File: src/include/raw_pack_macros.svh
// shared constants for the raw stream packer
// include wherever tag codes, widths or lane count are needed

`ifndef RAW_PACK_MACROS_SVH
`define RAW_PACK_MACROS_SVH

// data type tag
`define DTYPE_WIDTH     3
`define DTYPE_HEADER    3'd1
`define DTYPE_PIXEL     3'd2
`define DTYPE_ROW_END   3'd3
`define DTYPE_FRAME_END 3'd4

// beat and word payload widths
`define RAW_WIDTH       16
`define WORD_WIDTH      32

// lanes, one packer and one fifo each
`define NUM_LANES       4
`define LANE_WIDTH      2   // log2 of NUM_LANES

// words per lane fifo
`define FIFO_DEPTH      8

// header beat index (from 0 in a header run) replaced by image_type
`define IMAGE_TYPE_POS  2

`endif

File: src/rtl/raw_pack_pkg.sv
// types shared by the dispatcher, lane packers, fifos and collector
// widths come from the macros header

`default_nettype none

`include "raw_pack_macros.svh"

package raw_pack_pkg;

    // 10-bit pixel as carried in a 16-bit beat
    typedef struct packed {
        logic [5:0] unused;
        logic [7:0] upper;      // pixel bits 9:2
        logic [1:0] lower;      // pixel bits 1:0
    } pixel_fields_t;

    // headers and unpacked data use word, packed mode uses pixel
    typedef union packed {
        logic [`RAW_WIDTH-1:0] word;
        pixel_fields_t         pixel;
    } raw_data_u;

    // input beat, 21 bits
    typedef struct packed {
        logic [`LANE_WIDTH-1:0]  lane;
        logic [`DTYPE_WIDTH-1:0] dtype;
        raw_data_u               data;
    } raw_beat_t;

    // output word, 37 bits
    typedef struct packed {
        logic [`LANE_WIDTH-1:0]  lane;
        logic [`DTYPE_WIDTH-1:0] dtype;
        logic [`WORD_WIDTH-1:0]  data;
    } packed_word_t;

endpackage

`default_nettype wire

File: src/rtl/lane_fifo.sv
// per-lane word fifo between a packer and the collector
// room2 tells the packer that two more pushes fit

`timescale 1ns/100ps
`default_nettype none

`include "raw_pack_macros.svh"

module lane_fifo
    import raw_pack_pkg::*;
(
    input  logic         clk,
    input  logic         resetb,

    input  logic         push,
    input  packed_word_t push_word,
    output logic         room2,

    input  logic         pop,
    output logic         not_empty,
    output packed_word_t head_word
);

    localparam int PTR_W = $clog2(`FIFO_DEPTH);

    packed_word_t     mem [`FIFO_DEPTH];
    logic [PTR_W-1:0] wr_ptr;
    logic [PTR_W-1:0] rd_ptr;
    logic [PTR_W:0]   count;        // one bit wider to hold a full count

    assign not_empty = (count != '0);
    assign room2     = (count <= (PTR_W+1)'(`FIFO_DEPTH - 2));
    assign head_word = mem[rd_ptr];

    always_ff @(posedge clk or negedge resetb) begin
        if (!resetb) begin
            wr_ptr <= '0;
            rd_ptr <= '0;
            count  <= '0;
        end else begin
            if (push) wr_ptr <= (wr_ptr == PTR_W'(`FIFO_DEPTH - 1)) ? '0 : wr_ptr + 1'b1;
            if (pop)  rd_ptr <= (rd_ptr == PTR_W'(`FIFO_DEPTH - 1)) ? '0 : rd_ptr + 1'b1;
            case ({push, pop})
                2'b10:   count <= count + 1'b1;
                2'b01:   count <= count - 1'b1;
                default: count <= count;
            endcase
        end
    end

    // storage, written at the tail
    always_ff @(posedge clk) begin
        if (push) mem[wr_ptr] <= push_word;
    end

endmodule

`default_nettype wire

File: src/rtl/raw_lane_dispatch.sv
// steers each input beat to the packer of the lane it names
// purely combinational, ready comes back from the addressed lane

`timescale 1ns/100ps
`default_nettype none

`include "raw_pack_macros.svh"

module raw_lane_dispatch
    import raw_pack_pkg::*;
(
    input  raw_beat_t in_beat,
    input  logic      in_valid,
    output logic      in_ready,

    output logic      lane_valid [`NUM_LANES],
    input  logic      lane_ready [`NUM_LANES],
    output raw_beat_t lane_beat
);

    // one-hot valid from the lane field
    always_comb begin
        for (int i = 0; i < `NUM_LANES; i++) begin
            lane_valid[i] = in_valid && (in_beat.lane == `LANE_WIDTH'(i));
        end
    end

    // source stalls only on the lane it is currently addressing
    assign in_ready = lane_ready[in_beat.lane];

    assign lane_beat = in_beat;   // payload fans out to every lane

endmodule

`default_nettype wire

File: src/rtl/raw_pack_top.sv
// raw stream packer top, dispatcher, four lane packers with fifos, collector
// pack_mode is per lane and must only change while that lane is idle

`timescale 1ns/100ps
`default_nettype none

`include "raw_pack_macros.svh"

module raw_pack_top
    import raw_pack_pkg::*;
(
    input  logic                  clk,
    input  logic                  resetb,

    input  raw_beat_t             in_beat,
    input  logic                  in_valid,
    output logic                  in_ready,

    input  logic [`RAW_WIDTH-1:0] image_type,
    input  logic                  pack_mode [`NUM_LANES],

    output packed_word_t          out_word,
    output logic                  out_valid,
    input  logic                  out_ready
);

    raw_beat_t    lane_beat;
    logic         lane_valid [`NUM_LANES];
    logic         lane_ready [`NUM_LANES];
    logic         push       [`NUM_LANES];
    packed_word_t push_word  [`NUM_LANES];
    logic         room2      [`NUM_LANES];
    logic         not_empty  [`NUM_LANES];
    packed_word_t head_words [`NUM_LANES];
    logic         pop        [`NUM_LANES];

    raw_lane_dispatch u_dispatch (
        .in_beat    (in_beat),
        .in_valid   (in_valid),
        .in_ready   (in_ready),
        .lane_valid (lane_valid),
        .lane_ready (lane_ready),
        .lane_beat  (lane_beat)
    );

    for (genvar g = 0; g < `NUM_LANES; g++) begin : g_lane
        raw_to_32 u_pack (
            .clk        (clk),
            .resetb     (resetb),
            .beat       (lane_beat),
            .beat_valid (lane_valid[g]),
            .beat_ready (lane_ready[g]),
            .pack       (pack_mode[g]),
            .image_type (image_type),
            .fifo_room  (room2[g]),
            .push       (push[g]),
            .word       (push_word[g])
        );

        lane_fifo u_fifo (
            .clk        (clk),
            .resetb     (resetb),
            .push       (push[g]),
            .push_word  (push_word[g]),
            .room2      (room2[g]),
            .pop        (pop[g]),
            .not_empty  (not_empty[g]),
            .head_word  (head_words[g])
        );
    end

    word_collector u_collect (
        .clk        (clk),
        .resetb     (resetb),
        .not_empty  (not_empty),
        .head_words (head_words),
        .pop        (pop),
        .out_word   (out_word),
        .out_valid  (out_valid),
        .out_ready  (out_ready)
    );

endmodule

`default_nettype wire

File: src/rtl/raw_to_32.sv
// lane packer, 16-bit tagged beats in, 32-bit tagged words out
// pack selects 10-bit packed mode, change it only while the lane is idle

`timescale 1ns/100ps
`default_nettype none

`include "raw_pack_macros.svh"

module raw_to_32
    import raw_pack_pkg::*;
(
    input  logic                  clk,
    input  logic                  resetb,

    input  raw_beat_t             beat,
    input  logic                  beat_valid,
    output logic                  beat_ready,

    input  logic                  pack,
    input  logic [`RAW_WIDTH-1:0] image_type,

    input  logic                  fifo_room,
    output logic                  push,
    output packed_word_t          word
);

    logic [`WORD_WIDTH-1:0]  asm_word;        // pair or upper-bit assembly
    logic [`WORD_WIDTH-1:0]  lsbs;            // collected lower pixel bits
    logic [`LANE_WIDTH-1:0]  lane_q;
    logic                    half;            // first beat of a pair held
    logic [3:0]              pix_cnt;         // packed pixels mod 16
    logic [3:0]              hdr_pos;
    logic                    flush_pending;
    logic                    row_end_pending;

    logic                    accept;
    logic                    is_header;
    logic                    is_pixel;
    logic                    pair_beat;
    logic [`RAW_WIDTH-1:0]   pair_data;

    assign beat_ready = fifo_room && !flush_pending && !row_end_pending;
    assign accept     = beat_valid && beat_ready;

    assign is_header = (beat.dtype == `DTYPE_HEADER);
    assign is_pixel  = (beat.dtype == `DTYPE_PIXEL);
    assign pair_beat = is_header || (is_pixel && !pack);   // headers always pair

    // image type substituted at one header position
    assign pair_data = (is_header && hdr_pos == 4'(`IMAGE_TYPE_POS)) ? image_type
                                                                      : beat.data.word;

    // push and word are combinational so a word leaves on its last beat's edge
    always_comb begin
        push       = 1'b0;
        word.lane  = lane_q;
        word.dtype = `DTYPE_PIXEL;
        word.data  = lsbs;
        if (flush_pending) begin
            push = fifo_room;                           // lower-bits word
        end else if (row_end_pending) begin
            push       = fifo_room;
            word.dtype = `DTYPE_ROW_END;
            word.data  = asm_word;
        end else if (accept) begin
            word.lane  = beat.lane;
            word.dtype = beat.dtype;
            if (pair_beat) begin
                push      = half;
                word.data = {pair_data, asm_word[15:0]};
            end else if (is_pixel) begin
                push      = (pix_cnt[1:0] == 2'd3);
                word.data = {beat.data.pixel.upper, asm_word[31:8]};
            end else if (pack && beat.dtype == `DTYPE_ROW_END) begin
                push       = 1'b1;                      // pending lsbs first
                word.dtype = `DTYPE_PIXEL;
                word.data  = lsbs;
            end else begin
                push      = 1'b1;
                word.data = {16'h0000, beat.data.word};
            end
        end
    end

    always_ff @(posedge clk or negedge resetb) begin
        if (!resetb) begin
            half            <= 1'b0;
            pix_cnt         <= 4'd0;
            hdr_pos         <= 4'd0;
            lsbs            <= '0;
            flush_pending   <= 1'b0;
            row_end_pending <= 1'b0;
        end else begin
            if (flush_pending && fifo_room) begin
                flush_pending <= 1'b0;
                lsbs          <= '0;
            end
            if (row_end_pending && fifo_room) begin
                row_end_pending <= 1'b0;
            end
            if (accept) begin
                if (is_header) begin
                    if (hdr_pos != 4'hf) hdr_pos <= hdr_pos + 4'd1;   // saturate
                end else begin
                    hdr_pos <= 4'd0;
                end
                if (pair_beat) begin
                    half <= !half;
                end else if (is_pixel) begin
                    pix_cnt <= pix_cnt + 4'd1;
                    lsbs    <= {beat.data.pixel.lower, lsbs[31:2]};
                    if (pix_cnt == 4'd15) flush_pending <= 1'b1;
                end else begin
                    // row end or frame end closes all partial state
                    half    <= 1'b0;
                    pix_cnt <= 4'd0;
                    lsbs    <= '0;
                    if (pack && beat.dtype == `DTYPE_ROW_END) row_end_pending <= 1'b1;
                end
            end
        end
    end

    always_ff @(posedge clk) begin
        if (accept) begin
            lane_q <= beat.lane;
            if (pair_beat) begin
                if (!half) asm_word[15:0] <= pair_data;
            end else if (is_pixel) begin
                asm_word <= {beat.data.pixel.upper, asm_word[31:8]};
            end else begin
                asm_word <= {16'h0000, beat.data.word};  // held for deferred row end
            end
        end
    end

endmodule

`default_nettype wire

File: src/rtl/word_collector.sv
// round-robin merge of the lane fifos onto one registered valid/ready port
// each output word keeps the lane number it was packed with

`timescale 1ns/100ps
`default_nettype none

`include "raw_pack_macros.svh"

module word_collector
    import raw_pack_pkg::*;
(
    input  logic         clk,
    input  logic         resetb,

    input  logic         not_empty  [`NUM_LANES],
    input  packed_word_t head_words [`NUM_LANES],
    output logic         pop        [`NUM_LANES],

    output packed_word_t out_word,
    output logic         out_valid,
    input  logic         out_ready
);

    logic [`LANE_WIDTH-1:0] rr;       // lane searched first
    logic [`LANE_WIDTH-1:0] sel;
    logic [`LANE_WIDTH-1:0] idx;
    logic                   found;
    logic                   load;     // output register free this cycle

    assign load = !out_valid || out_ready;

    // first non-empty lane at or after the pointer, wraps with the lane width
    always_comb begin
        found = 1'b0;
        sel   = rr;
        idx   = rr;
        for (int k = 0; k < `NUM_LANES; k++) begin
            idx = rr + `LANE_WIDTH'(k);
            if (!found && not_empty[idx]) begin
                found = 1'b1;
                sel   = idx;
            end
        end
        for (int i = 0; i < `NUM_LANES; i++) begin
            pop[i] = load && found && (sel == `LANE_WIDTH'(i));
        end
    end

    always_ff @(posedge clk or negedge resetb) begin
        if (!resetb) begin
            out_valid <= 1'b0;
            rr        <= '0;
        end else if (load) begin
            out_valid <= found;
            if (found) rr <= sel + 1'b1;   // next lane gets priority
        end
    end

    always_ff @(posedge clk) begin
        if (load && found) out_word <= head_words[sel];
    end

endmodule

`default_nettype wire

File: config.mk
export PLATFORM = sky130hd
export DESIGN_NAME = raw_pack_top
export DESIGN_NICKNAME = d
export VERILOG_FILES = /design/src/rtl/raw_pack_pkg.sv /design/src/rtl/lane_fifo.sv /design/src/rtl/raw_lane_dispatch.sv /design/src/rtl/raw_pack_top.sv /design/src/rtl/raw_to_32.sv /design/src/rtl/word_collector.sv
export VERILOG_INCLUDE_DIRS = /design/src /design/src/include
export SDC_FILE = /design/constraint.sdc
export NUM_CORES = 2
export LEC_CHECK = 0
export ABC_AREA = 1
export BUFFER_PORTS_ARGS = -buffer_cell sky130_fd_sc_hd__buf_2
export CORE_MARGIN = 2
export CORE_UTILIZATION = 65
export CTS_BUF_LIST = sky130_fd_sc_hd__clkbuf_4 sky130_fd_sc_hd__clkbuf_8 sky130_fd_sc_hd__clkbuf_16
export DETAILED_ROUTE_END_ITERATION = 16
export PLACE_DENSITY = 0.82
export SYNTH_ARGS = -nofsm -noshare
export SYNTH_HDL_FRONTEND = slang
export SYNTH_HIERARCHICAL = 1
export SYNTH_SLANG_ARGS = --single-unit
File: constraint.sdc
create_clock -name clk -period 12.2 [get_ports clk]
set_input_delay 1.22 -clock clk [delete_from_list [all_inputs] [get_ports clk]]
set_output_delay 1.22 -clock clk [all_outputs]
set_load 0.01 [all_outputs]
==> impl_metrics.yaml <==
routing:
  met2_length_um: 95100
  route.met3.wl_um: 32800
  dr.pass1.iters: 7
  vias: 58881
  ant_nets: 0
  vias_per_cell: 6.31
  route.detailed.drc: 0
  highest_layer: "met5"
  initialDrtViolationCount: 8828
  wl_met1_um: 79200
  wl_per_cell_um: 23.6
  wl_um: 220000
floorplanning:
  core_area_sq_um: 114000
  die_area_sq_um: 117000
  die_w_um: 343
  start_util: 0.654
  die_h_um: 343
  row_count: 124
  io-pin-count: 84
synth:
  ys_ff_latch: 1572
  synth_top_area_cell: "edfxtp_1"
  synth.top_cell.area_share: 0.547
  yosysWarnings: 6
  async_flop_share: 0.137
  postSynthCellCount: 7846
  synth_area_leaders: "edfxtp_1 55%, nand2_1 12%, dfrtp_1 7.2%"
  synth.yosys.seq_area_share: 0.619
  synth_cell_type_count: 37
  avgSynthCellArea_sq_um: 9.50
  synth.cell_area_sq_um: 74600
  synth_ff_type: "edfxtp_1"
  syn-num-nets: 7931
  synth_edf_count: 1357
sta:
  slew_headroom: 0.130
  slew_viol_final: 0
  hold_viol: 0
  fin_crit_sh: 0.428
  tns_ns: 0
  rsz0062_at_grt: "false"
  setup_violations: 0
  fin_crit_ns: 5.22
  holdWs_ns: 0.451
  finClkSkew_ns: 0.0221
  layout_setup_ws_ns: 6.98
  tightest_slew_ns: 1.30
  fmax_mhz: 192
global_routing:
  grt_pass1_wl_um: 328000
  grt-ovfl-total: 0
  antenna_found_initial: 11
  grt_pass1_vias: 54775
  grt_use_total: 0.371
  grt_max_degree: 129
flow_run:
  drv_cap: 0
finish:
  final_cells: 9329
  final_util: 0.705
  final_area_sq_um: 80300
  regArea_sq_um: 46200
  multi_input_area_sq_um: 24200
  fill_cells: 8139
  final_cell_mix: "2414 x nand2_1, 1357 x edfxtp_1, 1003 x nor2_1, 602 x o21ai_0, 438 x nand3_1"
  final_nets: 7759
  syn_to_final_growth_pct: 7.77
  drive_gt1_frac: 0.0757
  final_common_cell: "nand2_1"
cts:
  post_cts_buffers: 0
  root_buffer: "clkbuf_16"
  cts_tree: "done"
  cts.sinks: 1572
  clock_latency_ns: 0.80
  cts_buffer_depth: 3
  clk_pin_slew_worst_paths_ns: 0.06
  cts_hold_buf: 0
  cts_htree_levels: 4
  numCtsBuffers: 157
  cts_resized: 0
pwr:
  p_sw_mw: 7.13
  p_int_mw: 10.6
  p_sw_frac: 0.402
  power_frac_seq: 0.367
  power_mw: 17.8
  ir_drop_mv: 0.197
  p_leak_nw: 33.1
  power_per_cell_area_nw_per_um2: 221
  clockPowerShare: 0.280
  combPwrFrac: 0.353
placed_design:
  gp_congestion: 0.999
  dp.cells: 9027
  dp_slack_ns: 6.43
  dpl_cell_area_sq_um: 75000
  dp_hpwl_um: 131000
  portBuffers: 83
min_path:
  holdCritPathClass: "in -> async"
critical_path:
  required_ns: 12.88
  path_class: "in -> reg"
  cp-startpoint: "in_beat[20]"
  cp_slowest_cell: "nand3_4"
  rr_startpoint: "g_lane[1].u_pack/flush_pending"
  rr_worst_depth: 10
  max_stage_delay_ns: 0.84
  worstSetupEndpointType: "flop"
  cp.arrival_ns: 5.90
  critPathLaunchType: "input pin"
  critPathMaxFanout: 70
  crit_chain: "buf_2 > inv_1 > nor3_1 > nand3_4 > inv_2 > buf_4 > nand3_4 > inv_2 > o21ai_0 > o21a_1"
status:
  outcome: "complete, no violations"
registers in the layout, summed over array words and instances, names as in the netlist, 2 cells and up:
name,flops
g_lane.u_fifo/count,16
g_lane.u_fifo/mem,1184
g_lane.u_fifo/rd_ptr,12
g_lane.u_fifo/wr_ptr,12
g_lane.u_pack/asm_word,128
g_lane.u_pack/flush_pending,4
g_lane.u_pack/half,4
g_lane.u_pack/hdr_pos,16
g_lane.u_pack/lane_q,8
g_lane.u_pack/lsbs,128
g_lane.u_pack/pix_cnt,16
g_lane.u_pack/row_end_pending,4
u_collect/out_word,37
u_collect/rr,2
cells in the mapped netlist (all sizes together), types with 5 or more instances:
library cell	n
xnor2	12
nand3	453
ha	40
o21bai	64
inv	408
nand2	2436
nand4	15
nor2	1059
o31ai	80
clkbuf	185
buf	319
xor2	12
o21ai	714
o21a	8
a21oi	152
o22ai	300
dfrtp	215
nor3	5
edfxtp	1357
worst max-delay path: cells and delay by family:
kind | cells | cell delay (ns)
simple gates | 3 | 2.34
compound gates | 2 | 0.29
buf+inv | 5 | 1.96
cells by family (layout without fill, tap and decap cells):
logic type | Yosys count | after routing | share of synthesized area
AND/OR/NAND/NOR | 3972 | 3972 | 0.213
flip-flops | 1572 | 1572 | 0.619
AO/OA/AOI/OAI | 1322 | 1322 | 0.0990
buffers and inverters | 916 | 880 | 0.0595
adder cells (fa/ha/maj) | 40 | 40 | 0.00671
XOR/XNOR | 24 | 24 | 0.00282
other | 0 | 7 | 0
final cells by class:
class,count,area share
antenna,7,0.000218
clock buffer,194,0.0539
clock inverter,101,0.0128
inverter,412,0.0194
multi-input combinational,5358,0.302
sequential,1572,0.574
tap,1512,0.0235
timing repair buffer,173,0.0139
final timing paths:
kind                                             endpoint  slack [ns]
max in group asynchronous  g_lane[0].u_pack/flush_pending       10.34
hold / removal                  g_lane[2].u_pack/lsbs[16]        0.45
min in group clk              g_lane[3].u_pack/pix_cnt[1]        0.53
setup reg to reg              g_lane[1].u_fifo/mem[5][14]        7.42
setup / recovery              g_lane[3].u_pack/pix_cnt[0]        6.98
hold reg to reg               g_lane[3].u_pack/pix_cnt[1]        0.53
routing by layer:
metal  up-vias  track usage
li1      26195            -
met3       795        0.116
met1     27834        0.499
met5         -            0
met4        14        0.198
met2      4043        0.545
power by group through the flow:
stage | Sequential [mW] | Clock, mW | Combinational, mW
after floorplan | 6.54 | 0 | 3.92
after detailed placement | 6.62 | 0 | 5.92
after global routing | 6.55 | 5.20 | 6.64
after global placement | 6.61 | 0 | 5.77
after CTS | 6.51 | 4.99 | 5.98
final | 6.52 | 4.98 | 6.26
(Power assumes the default switching activity.)
